--- src/pmp_pkg.sv ---
// Shared constants, CSR map and cfg word type for the PMP unit, imported by every PMP block
package pmp_pkg;

  // Region count and granularity (G=2 gives 16-byte granules)
  localparam int PMP_NUM_REGIONS   = 8;
  localparam int PMP_GRANULARITY   = 2;
  localparam int PMP_NUM_CFG_WORDS = 2;

  // CSR addresses
  localparam logic [11:0] CSR_PMPCFG0  = 12'h3A0;
  localparam logic [11:0] CSR_PMPADDR0 = 12'h3B0;
  localparam logic [11:0] CSR_MSECCFG  = 12'h747;

  // Addresses that are M-mode only, implemented or not
  localparam logic [11:0] CSR_PMP_RANGE_LO = 12'h3A0;
  localparam logic [11:0] CSR_PMP_RANGE_HI = 12'h3EF;
  localparam logic [11:0] CSR_MSECCFGH     = 12'h757;

  // Bit positions inside one cfg byte
  localparam int CFG_R_BIT = 0;
  localparam int CFG_W_BIT = 1;
  localparam int CFG_X_BIT = 2;
  localparam int CFG_A_LO  = 3;
  localparam int CFG_L_BIT = 7;

  // Address matching modes in cfg bits 4:3
  localparam logic [1:0] PMP_MODE_OFF   = 2'b00;
  localparam logic [1:0] PMP_MODE_TOR   = 2'b01;
  localparam logic [1:0] PMP_MODE_NA4   = 2'b10;
  localparam logic [1:0] PMP_MODE_NAPOT = 2'b11;

  // mseccfg fields
  localparam int MSECCFG_MML_BIT = 0;
  localparam int MSECCFG_RLB_BIT = 2;

  // Privilege levels
  localparam logic [1:0] PRIV_U = 2'b00;
  localparam logic [1:0] PRIV_M = 2'b11;

  // One pmpcfg CSR, seen as a plain word or as four region bytes
  // Byte 0 belongs to the lowest region of the word
  typedef union packed {
    logic [31:0]     word;
    logic [3:0][7:0] cfg;
  } pmpcfg_word_u;

endpackage

--- src/pmp_state_if.sv ---
// Live PMP register state, driven by the CSR block and read by the access checkers
interface pmp_state_if;
  import pmp_pkg::*;

  // One cfg byte per region
  logic [PMP_NUM_REGIONS-1:0][7:0]  cfg;
  // Stored pmpaddr values, before any readback masking
  logic [PMP_NUM_REGIONS-1:0][31:0] addr;
  logic                             mml;
  logic                             rlb;

  modport regs (
    output cfg,
    output addr,
    output mml,
    output rlb
  );

  modport chk (
    input cfg,
    input addr,
    input mml,
    input rlb
  );

endinterface

--- src/pmp_cfg_warl.sv ---
// WARL legalization of one pmpcfg byte, instantiated once per region by the CSR block
module pmp_cfg_warl (
  input  logic [7:0] cfg_prev_i,
  input  logic [7:0] cfg_attempt_i,
  input  logic       mml_i,
  input  logic       rlb_i,
  output logic [7:0] cfg_o
);
  import pmp_pkg::*;

  logic [3:0] lrwx_attempt;
  logic       exec_locked;

  assign lrwx_attempt = {cfg_attempt_i[CFG_L_BIT], cfg_attempt_i[CFG_R_BIT],
                         cfg_attempt_i[CFG_W_BIT], cfg_attempt_i[CFG_X_BIT]};

  // Locked patterns with execute that machine mode may not create under MML
  assign exec_locked = (lrwx_attempt == 4'b1001) || (lrwx_attempt == 4'b1010) ||
                       (lrwx_attempt == 4'b1011) || (lrwx_attempt == 4'b1101);

  always_comb begin
    cfg_o = cfg_attempt_i;

    // W without R is reserved outside MML
    if (cfg_attempt_i[CFG_W_BIT] && !cfg_attempt_i[CFG_R_BIT] && !mml_i) begin
      cfg_o[CFG_X_BIT:CFG_R_BIT] = cfg_prev_i[CFG_X_BIT:CFG_R_BIT];
    end

    // NA4 cannot exist with G above zero
    if (cfg_attempt_i[CFG_A_LO +: 2] == PMP_MODE_NA4) begin
      cfg_o[CFG_A_LO +: 2] = cfg_prev_i[CFG_A_LO +: 2];
    end

    if (cfg_prev_i[CFG_L_BIT] && !rlb_i) begin
      cfg_o = cfg_prev_i;
    end

    if (mml_i && !rlb_i && exec_locked) begin
      cfg_o = cfg_prev_i;
    end

    // Reserved bits
    cfg_o[6:5] = 2'b00;
  end

endmodule

--- src/pmp_csr_regs.sv ---
// PMP CSR register block with address decode, WARL writes, lock rules and readback masking
module pmp_csr_regs (
  input  logic        clk_i,
  input  logic        rst_ni,
  input  logic [1:0]  priv_lvl_i,
  input  logic        csr_we_i,
  input  logic [11:0] csr_addr_i,
  input  logic [31:0] csr_wdata_i,
  output logic [31:0] csr_rdata_o,
  output logic        csr_illegal_o,
  pmp_state_if.regs   state_o
);
  import pmp_pkg::*;

  logic [PMP_NUM_REGIONS-1:0][7:0]  cfg_q;
  logic [PMP_NUM_REGIONS-1:0][31:0] addr_q;
  logic                             mml_q;
  logic                             rlb_q;

  logic [PMP_NUM_REGIONS-1:0][7:0]  cfg_legal;
  logic [PMP_NUM_REGIONS-1:0][7:0]  cfg_above;
  logic [PMP_NUM_REGIONS-1:0][31:0] addr_rd;
  logic [PMP_NUM_REGIONS-1:0]       addr_wr_ok;
  logic                             any_locked;

  pmpcfg_word_u wdata_u;
  pmpcfg_word_u rd_cfg_u;

  logic [11:0] cfg_off;
  logic [11:0] addr_off;
  logic        cfg_hit;
  logic        addr_hit;
  logic        mseccfg_hit;
  logic        guarded;
  logic        csr_we_ok;

  // Address decode; offsets wrap for addresses below each block
  assign cfg_off     = csr_addr_i - CSR_PMPCFG0;
  assign addr_off    = csr_addr_i - CSR_PMPADDR0;
  assign cfg_hit     = cfg_off < 12'(PMP_NUM_CFG_WORDS);
  assign addr_hit    = addr_off < 12'(PMP_NUM_REGIONS);
  assign mseccfg_hit = csr_addr_i == CSR_MSECCFG;

  assign guarded = ((csr_addr_i >= CSR_PMP_RANGE_LO) && (csr_addr_i <= CSR_PMP_RANGE_HI)) ||
                   mseccfg_hit || (csr_addr_i == CSR_MSECCFGH);

  assign csr_illegal_o = guarded && (priv_lvl_i == PRIV_U);
  assign csr_we_ok     = csr_we_i && !csr_illegal_o;

  assign wdata_u.word = csr_wdata_i;

  for (genvar i = 0; i < PMP_NUM_REGIONS; i++) begin : gen_warl
    pmp_cfg_warl u_warl (
      .cfg_prev_i    (cfg_q[i]),
      .cfg_attempt_i (wdata_u.cfg[i % 4]),
      .mml_i         (mml_q),
      .rlb_i         (rlb_q),
      .cfg_o         (cfg_legal[i])
    );
  end

  // Entry above the top region is an unlocked OFF entry
  assign cfg_above = {8'h00, cfg_q[PMP_NUM_REGIONS-1:1]};

  always_comb begin
    any_locked = 1'b0;
    for (int i = 0; i < PMP_NUM_REGIONS; i++) begin
      any_locked = any_locked | cfg_q[i][CFG_L_BIT];
      // Own lock, or a locked TOR entry above that uses this address as its base
      addr_wr_ok[i] = rlb_q ||
                      !(cfg_q[i][CFG_L_BIT] ||
                        (cfg_above[i][CFG_L_BIT] &&
                         (cfg_above[i][CFG_A_LO +: 2] == PMP_MODE_TOR)));
    end
  end

  always_ff @(posedge clk_i or negedge rst_ni) begin
    if (!rst_ni) begin
      cfg_q  <= '0;
      addr_q <= '0;
      mml_q  <= 1'b0;
      rlb_q  <= 1'b0;
    end else if (csr_we_ok) begin
      for (int i = 0; i < PMP_NUM_REGIONS; i++) begin
        if (cfg_hit && (cfg_off == 12'(i / 4))) begin
          cfg_q[i] <= cfg_legal[i];
        end
        if (addr_hit && (addr_off == 12'(i)) && addr_wr_ok[i]) begin
          addr_q[i] <= csr_wdata_i;
        end
      end
      if (mseccfg_hit) begin
        // MML is sticky until reset
        mml_q <= mml_q | csr_wdata_i[MSECCFG_MML_BIT];
        if (rlb_q || !any_locked) begin
          rlb_q <= csr_wdata_i[MSECCFG_RLB_BIT];
        end
      end
    end
  end

  // Software view of pmpaddr depends on the mode of its own entry
  always_comb begin
    for (int i = 0; i < PMP_NUM_REGIONS; i++) begin
      addr_rd[i] = addr_q[i];
      if (cfg_q[i][CFG_A_LO + 1]) begin
        addr_rd[i][PMP_GRANULARITY-2:0] = '1;
      end else begin
        addr_rd[i][PMP_GRANULARITY-1:0] = '0;
      end
    end
  end

  always_comb begin
    rd_cfg_u.word = '0;
    for (int i = 0; i < PMP_NUM_REGIONS; i++) begin
      if (cfg_off == 12'(i / 4)) begin
        rd_cfg_u.cfg[i % 4] = cfg_q[i];
      end
    end
  end

  always_comb begin
    csr_rdata_o = '0;
    if (cfg_hit) begin
      csr_rdata_o = rd_cfg_u.word;
    end else if (addr_hit) begin
      for (int i = 0; i < PMP_NUM_REGIONS; i++) begin
        if (addr_off == 12'(i)) begin
          csr_rdata_o = addr_rd[i];
        end
      end
    end else if (mseccfg_hit) begin
      csr_rdata_o[MSECCFG_MML_BIT] = mml_q;
      csr_rdata_o[MSECCFG_RLB_BIT] = rlb_q;
    end
  end

  assign state_o.cfg  = cfg_q;
  assign state_o.addr = addr_q;
  assign state_o.mml  = mml_q;
  assign state_o.rlb  = rlb_q;

endmodule

--- src/pmp_region_match.sv ---
// Address match of one PMP region in OFF, TOR, NA4 or NAPOT mode
module pmp_region_match (
  input  logic [31:0] addr_i,
  input  logic [1:0]  mode_i,
  input  logic [31:0] pmpaddr_i,
  input  logic [31:0] pmpaddr_below_i,
  output logic        match_o
);
  import pmp_pkg::*;

  logic [31:0] word_addr;
  logic [31:0] tor_lo;
  logic [31:0] tor_hi;
  logic [31:0] napot_val;
  logic [31:0] napot_care;

  // pmpaddr holds address bits 33:2
  assign word_addr = {2'b00, addr_i[31:2]};

  assign tor_lo = {pmpaddr_below_i[31:PMP_GRANULARITY], {PMP_GRANULARITY{1'b0}}};
  assign tor_hi = {pmpaddr_i[31:PMP_GRANULARITY], {PMP_GRANULARITY{1'b0}}};

  always_comb begin
    napot_val = pmpaddr_i;
    if (mode_i == PMP_MODE_NA4) begin
      // One granule, same as the smallest NAPOT region
      napot_val[PMP_GRANULARITY-1] = 1'b0;
    end
    napot_val[PMP_GRANULARITY-2:0] = '1;
  end

  // Trailing ones and the zero above them are don't-care bits
  assign napot_care = ~(napot_val ^ (napot_val + 32'd1));

  always_comb begin
    unique case (mode_i)
      PMP_MODE_TOR: begin
        match_o = (word_addr >= tor_lo) && (word_addr < tor_hi);
      end
      PMP_MODE_NA4, PMP_MODE_NAPOT: begin
        match_o = (word_addr & napot_care) == (napot_val & napot_care);
      end
      default: begin
        match_o = 1'b0;
      end
    endcase
  end

endmodule

--- src/pmp_access_check.sv ---
// Priority resolution over all PMP regions into R, W and X permission for one address
module pmp_access_check (
  input  logic [31:0] addr_i,
  input  logic [1:0]  priv_lvl_i,
  pmp_state_if.chk    state_i,
  output logic [2:0]  perm_o
);
  import pmp_pkg::*;

  logic [PMP_NUM_REGIONS-1:0]       match;
  logic [PMP_NUM_REGIONS-1:0][31:0] addr_below;
  logic                             hit;
  logic [7:0]                       hit_cfg;
  logic [2:0]                       region_rwx;
  logic                             is_m;

  // Region 0 starts its TOR range at zero
  assign addr_below = {state_i.addr[PMP_NUM_REGIONS-2:0], 32'h0};

  for (genvar i = 0; i < PMP_NUM_REGIONS; i++) begin : gen_match
    pmp_region_match u_match (
      .addr_i          (addr_i),
      .mode_i          (state_i.cfg[i][CFG_A_LO +: 2]),
      .pmpaddr_i       (state_i.addr[i]),
      .pmpaddr_below_i (addr_below[i]),
      .match_o         (match[i])
    );
  end

  // Walk from the top so the lowest matching index is kept
  always_comb begin
    hit     = 1'b0;
    hit_cfg = '0;
    for (int i = PMP_NUM_REGIONS - 1; i >= 0; i--) begin
      if (match[i]) begin
        hit     = 1'b1;
        hit_cfg = state_i.cfg[i];
      end
    end
  end

  assign region_rwx = hit_cfg[CFG_X_BIT:CFG_R_BIT];
  assign is_m       = priv_lvl_i == PRIV_M;

  always_comb begin
    perm_o = '0;
    if (!state_i.mml) begin
      if (hit) begin
        // Unlocked regions do not restrict machine mode
        perm_o = (is_m && !hit_cfg[CFG_L_BIT]) ? 3'b111 : region_rwx;
      end else if (is_m) begin
        perm_o = 3'b111;
      end
    end else begin
      if (hit) begin
        // Locked rules are machine mode rules, unlocked are user mode rules
        perm_o = (hit_cfg[CFG_L_BIT] == is_m) ? region_rwx : 3'b000;
      end else if (is_m) begin
        perm_o[CFG_R_BIT] = 1'b1;
        perm_o[CFG_W_BIT] = 1'b1;
      end
    end
  end

endmodule

--- src/pmp_unit.sv ---
// PMP unit top level joining the CSR register block with the fetch and data checkers
module pmp_unit (
  input  logic        clk_i,
  input  logic        rst_ni,
  input  logic [1:0]  priv_lvl_i,
  input  logic        csr_we_i,
  input  logic [11:0] csr_addr_i,
  input  logic [31:0] csr_wdata_i,
  output logic [31:0] csr_rdata_o,
  output logic        csr_illegal_o,
  input  logic [31:0] fetch_addr_i,
  output logic        fetch_allow_o,
  input  logic [31:0] data_addr_i,
  output logic        data_rd_allow_o,
  output logic        data_wr_allow_o
);
  import pmp_pkg::*;

  logic [2:0] fetch_perm;
  logic [2:0] data_perm;

  pmp_state_if u_state ();

  pmp_csr_regs u_regs (
    .clk_i         (clk_i),
    .rst_ni        (rst_ni),
    .priv_lvl_i    (priv_lvl_i),
    .csr_we_i      (csr_we_i),
    .csr_addr_i    (csr_addr_i),
    .csr_wdata_i   (csr_wdata_i),
    .csr_rdata_o   (csr_rdata_o),
    .csr_illegal_o (csr_illegal_o),
    .state_o       (u_state)
  );

  pmp_access_check u_fetch (
    .addr_i     (fetch_addr_i),
    .priv_lvl_i (priv_lvl_i),
    .state_i    (u_state),
    .perm_o     (fetch_perm)
  );

  pmp_access_check u_data (
    .addr_i     (data_addr_i),
    .priv_lvl_i (priv_lvl_i),
    .state_i    (u_state),
    .perm_o     (data_perm)
  );

  assign fetch_allow_o   = fetch_perm[CFG_X_BIT];
  assign data_rd_allow_o = data_perm[CFG_R_BIT];
  assign data_wr_allow_o = data_perm[CFG_W_BIT];

endmodule

--- config.mk ---
export PLATFORM = sky130hd
export DESIGN_NAME = pmp_unit
export DESIGN_NICKNAME = d
export VERILOG_FILES = /design/src/pmp_pkg.sv /design/src/pmp_state_if.sv /design/src/pmp_cfg_warl.sv /design/src/pmp_csr_regs.sv /design/src/pmp_region_match.sv /design/src/pmp_access_check.sv /design/src/pmp_unit.sv
export SDC_FILE = /design/constraint.sdc
export NUM_CORES = 2
export LEC_CHECK = 0
export ABC_AREA = 1
export BUFFER_PORTS_ARGS = -buffer_cell sky130_fd_sc_hd__buf_4
export CAP_MARGIN = 20
export CELL_PAD_IN_SITES_DETAIL_PLACEMENT = 1
export CELL_PAD_IN_SITES_GLOBAL_PLACEMENT = 1
export CORE_UTILIZATION = 30
export DETAILED_ROUTE_END_ITERATION = 12
export GPL_TIMING_DRIVEN = 1
export PLACE_DENSITY = 0.69
export SETUP_SLACK_MARGIN = 0.05
export SLEW_MARGIN = 20
export SYNTH_ARGS = -nofsm -noshare
export SYNTH_HDL_FRONTEND = slang
export SYNTH_SLANG_ARGS = --single-unit
--- constraint.sdc ---
create_clock -name clk_i -period 10.4 [get_ports clk_i]
set_input_delay 2.08 -clock clk_i [delete_from_list [all_inputs] [get_ports clk_i]]
set_output_delay 2.08 -clock clk_i [all_outputs]
set_load 0.01 [all_outputs]
==> impl_results.md <==
* DP HPWL at 196300 µm
* Die Width at 379.9 µm
* Number of I/O pins at 149
* Syn Area/Cell at 6.272 µm²
* Crit Path Category: flop to output pin
* Overall global routing resource usage at 34.35%
* H-tree depth at 2
* Vias in the first global route at 50570
* Number of enable flip-flop cells after synthesis at 0
* Hold-critical path endpoint: u_regs.state_o.cfg[24]
* # DRC at 0
* Critical path buffers and inverters at 5
* CP Data Required Time at 8320 ps
* CTS resizes at 0
* Critical path's top delay family: simple AND/OR/NAND/NOR gates
* Post-synthesis simple-gate area fraction at 36.49%
* Hold path start: u_regs.state_o.cfg[24]
* Reg-to-reg endpoint: u_regs.state_o.addr[95]
* Adder-Cell Fraction of Synth Area at 19.91%
* Max IR drop VDD at 0.1070 mV
* TritonCTS clock tree: yes
* Initial DRC Count at 5005
* Path depth of the worst reg2reg path at 6
* Flop-to-flop setup slack at 7700 ps
* Clock Tree Root: clkbuf_16
* Critical R2R Launch: u_regs.state_o.rlb
* Fin. Hold Viols at 0
* Total setup buffers inserted after CTS at 0
* Synth cell types at 67
* RSZ-0062 raised after global routing: no
* Row count at 138
* Xor and xnor area share after synthesis at 3.004%
* Final period util at 95.83%
* FMAX at 100.3 MHz
* Clk_lat worst skew at 630 ps
* PwrDens at 74.36 mW/mm²
* HP Class: flop to flop
* Syn_nets at 7627
* Max cap viols at 0
* Post-Syn Instances at 6832
* Setup TNS Final at 0 ps
* GRT overflow at 0
* Number of synthesized register bits at 298
* Final ANT Viol Nets at 0
* Post-Syn Area at 0.04285 mm²
* Post-synth ARST share at 100.0%
* Setup crit end kind: output pin
* YS warnings at 0
* Top cell type's share of synthesized area at 19.91%
* Total number of vias at 51584
* Sequential cell area at 0.007457 mm²
* Crit Path Max Fanout at 7
* Nets at 7699
* P_leak at 22.10 nW
* Synth Area in Compound Gates at 13.29%
* Worst Setup Start Kind: flop
* Largest family of logic cells by synthesized area: simple AND/OR/NAND/NOR gates
* Chip height at 379.9 µm
* Slew @ Worst Pin at 1137 ps
* Worst-path clk slew at 60 ps
* Wire length of the first global-routing pass at 357600 µm
* Status: finished clean
* Area occupied by multi-input gates at 0.03123 mm²
* Fill count at 18523
* Area grow syn2layout at 10.79%
* Slew headroom at 24.21%
* WL final at 256900 µm
* Layout cells sized above 1 at 5.770%
* Top post-synthesis cells by area: ha_1 20%, dfrtp_1 17%, nand2_1 16%, inv_1 8.3%, nand3_1 7.6%
* Post-DR vias/cell at 5.837
* CTS Buf Count at 42
* Placer Congestion at 1.045
* Largest net degree at the start of global routing at 104
* Clock buffer depth at 3
* Predominant post-synthesis flop cell: dfrtp_1
* CORE AREA at 0.1416 mm²
* Min Hold Slack at 487.9 ps
* Max Slew Vio Count at 0
* Clock Skews at 25.60 ps
* Hold Path Depth at 2
* Initial antenna violation count at 37
* Critical-path cell with the highest stage delay: nor2_1
* Routed wire per std cell at 29.06 µm
* Post-synthesis mux area share at 0%
* Cell taking the most area after synthesis: ha_1
* Worst stage delay on the critical path at 710 ps
* Clock Sink Count at 298
* Final setup viols at 0
* Critical Path AT at 7890 ps
* Hold buffers post-CTS at 0
* Final min period at 9966 ps
* I/O Buffers at 144
* Initial core utilization at 30.27%
* Die area at 0.1444 mm²
* Pre-Repair DR Iteration Count at 6
* Register area share after synthesis at 17.40%
power breakdown:
| part | internal [mW] | total, mW | switching [mW] |
|---|---|---|---|
| Sequential | 1.16 | 1.16 | 0.00212 |
| Clock | 0.908 | 1.58 | 0.675 |
| Combinational | 0.213 | 0.786 | 0.572 |
| Total | 2.28 | 3.53 | 1.25 |
worst min-delay path, cell delays in order, from the launching register on:
cell	delay, ps
dfrtp_1	340
nand2_1	50
o21ai_0	60
area by class of cell:
cell class | instances | share of cell area, %
timing repair buffer | 181 | 2.904
antenna | 15 | 0.07906
clock buffer | 55 | 2.530
tap | 1890 | 4.981
inverter | 960 | 7.590
sequential | 298 | 15.71
clock inverter | 18 | 0.4243
multi-input combinational | 5421 | 65.78
placed cells by master (no fill, tap or decap), drive strengths merged, types with 9 or more instances in the layout:
cell type and n:
clkinv 16, clkbuf 55, o21a 10, inv 955, a211oi 9, or2 100, nor4 28, nor3 115
xor2 125, o21bai 17, xnor2 22, a22oi 16, ha 682, o22ai 78, nand4 315, diode 15
nor2 455, buf 181, nand3b 12, o2111ai 17, nand2 1855, o21ai 530, o211ai 16, a21oi 312
nand3 654, dfrtp 298
stage by stage:
stage / utilization [%] / power, mW / cells / cell area (µm²) / setup slack [ps]
floorplan: - / 1.543 / 6832 / 42850 / 3610
global placement: 32.52 / 1.920 / 8750 / 46040 / 1467
detailed placement: 32.52 / 1.944 / 8750 / 46040 / 1370
CTS: 33.51 / 3.516 / 8823 / 47440 / 690.8
global route: 33.51 / 3.622 / 8824 / 47440 / 164.7
finish: 33.53 / 3.531 / 8838 / 47480 / 433.7
sequential cells by signal, indices dropped and copies added, names as in the netlist:
register	cells
u_regs.state_o.cfg	48
u_regs.state_o.addr	248
u_regs.state_o.rlb	1
u_regs.state_o.mml	1
routing by layer:
| layer | part of all wire (%) | GRT usage, % | up-vias |
|---|---|---|---|
| li1 | - | - | 23156 |
| met1 | 39 | 41.74 | 25159 |
| met2 | 43 | 54.07 | 2432 |
| met3 | 8.1 | 5.893 | 823 |
| met4 | 9.0 | 26.22 | 14 |
| met5 | 0.037 | 0 | - |
synth_stat cells (all sizes together) (22+ instances only):
cell type  count
nor4          28
o21ai        530
nor2         455
inv          954
nand2       1855
a21oi        312
nor3         115
nand4        315
nand3        654
ha           682
buf           45
o22ai         78
xor2         125
or2          100
clkbuf       108
xnor2         22
dfrtp        298
how the worst max path moves through the flow:
stage | cells after the start | slack [ps] | start | end
finish | 33 | 430 | u_regs.state_o.cfg[4] | data_rd_allow_o
global route | 33 | 160 | u_regs.state_o.cfg[4] | data_rd_allow_o
CTS | 33 | 690 | u_regs.state_o.cfg[4] | data_rd_allow_o
detailed placement | 33 | 1370 | u_regs.state_o.cfg[4] | data_rd_allow_o
global placement | 33 | 1470 | u_regs.state_o.cfg[4] | data_rd_allow_o
floorplan | 37 | 3610 | u_regs.state_o.cfg[36] | data_rd_allow_o
cells by family after synthesis:
kind of cell	count (synthesis)
buffers and inverters	1113
AO/OA/AOI/OAI	1043
AND/OR/NAND/NOR	3549
XOR/XNOR	147
flip-flops	298
adder cells (fa/ha/maj)	682
Note: power is estimated with default switching activity, not from simulation.
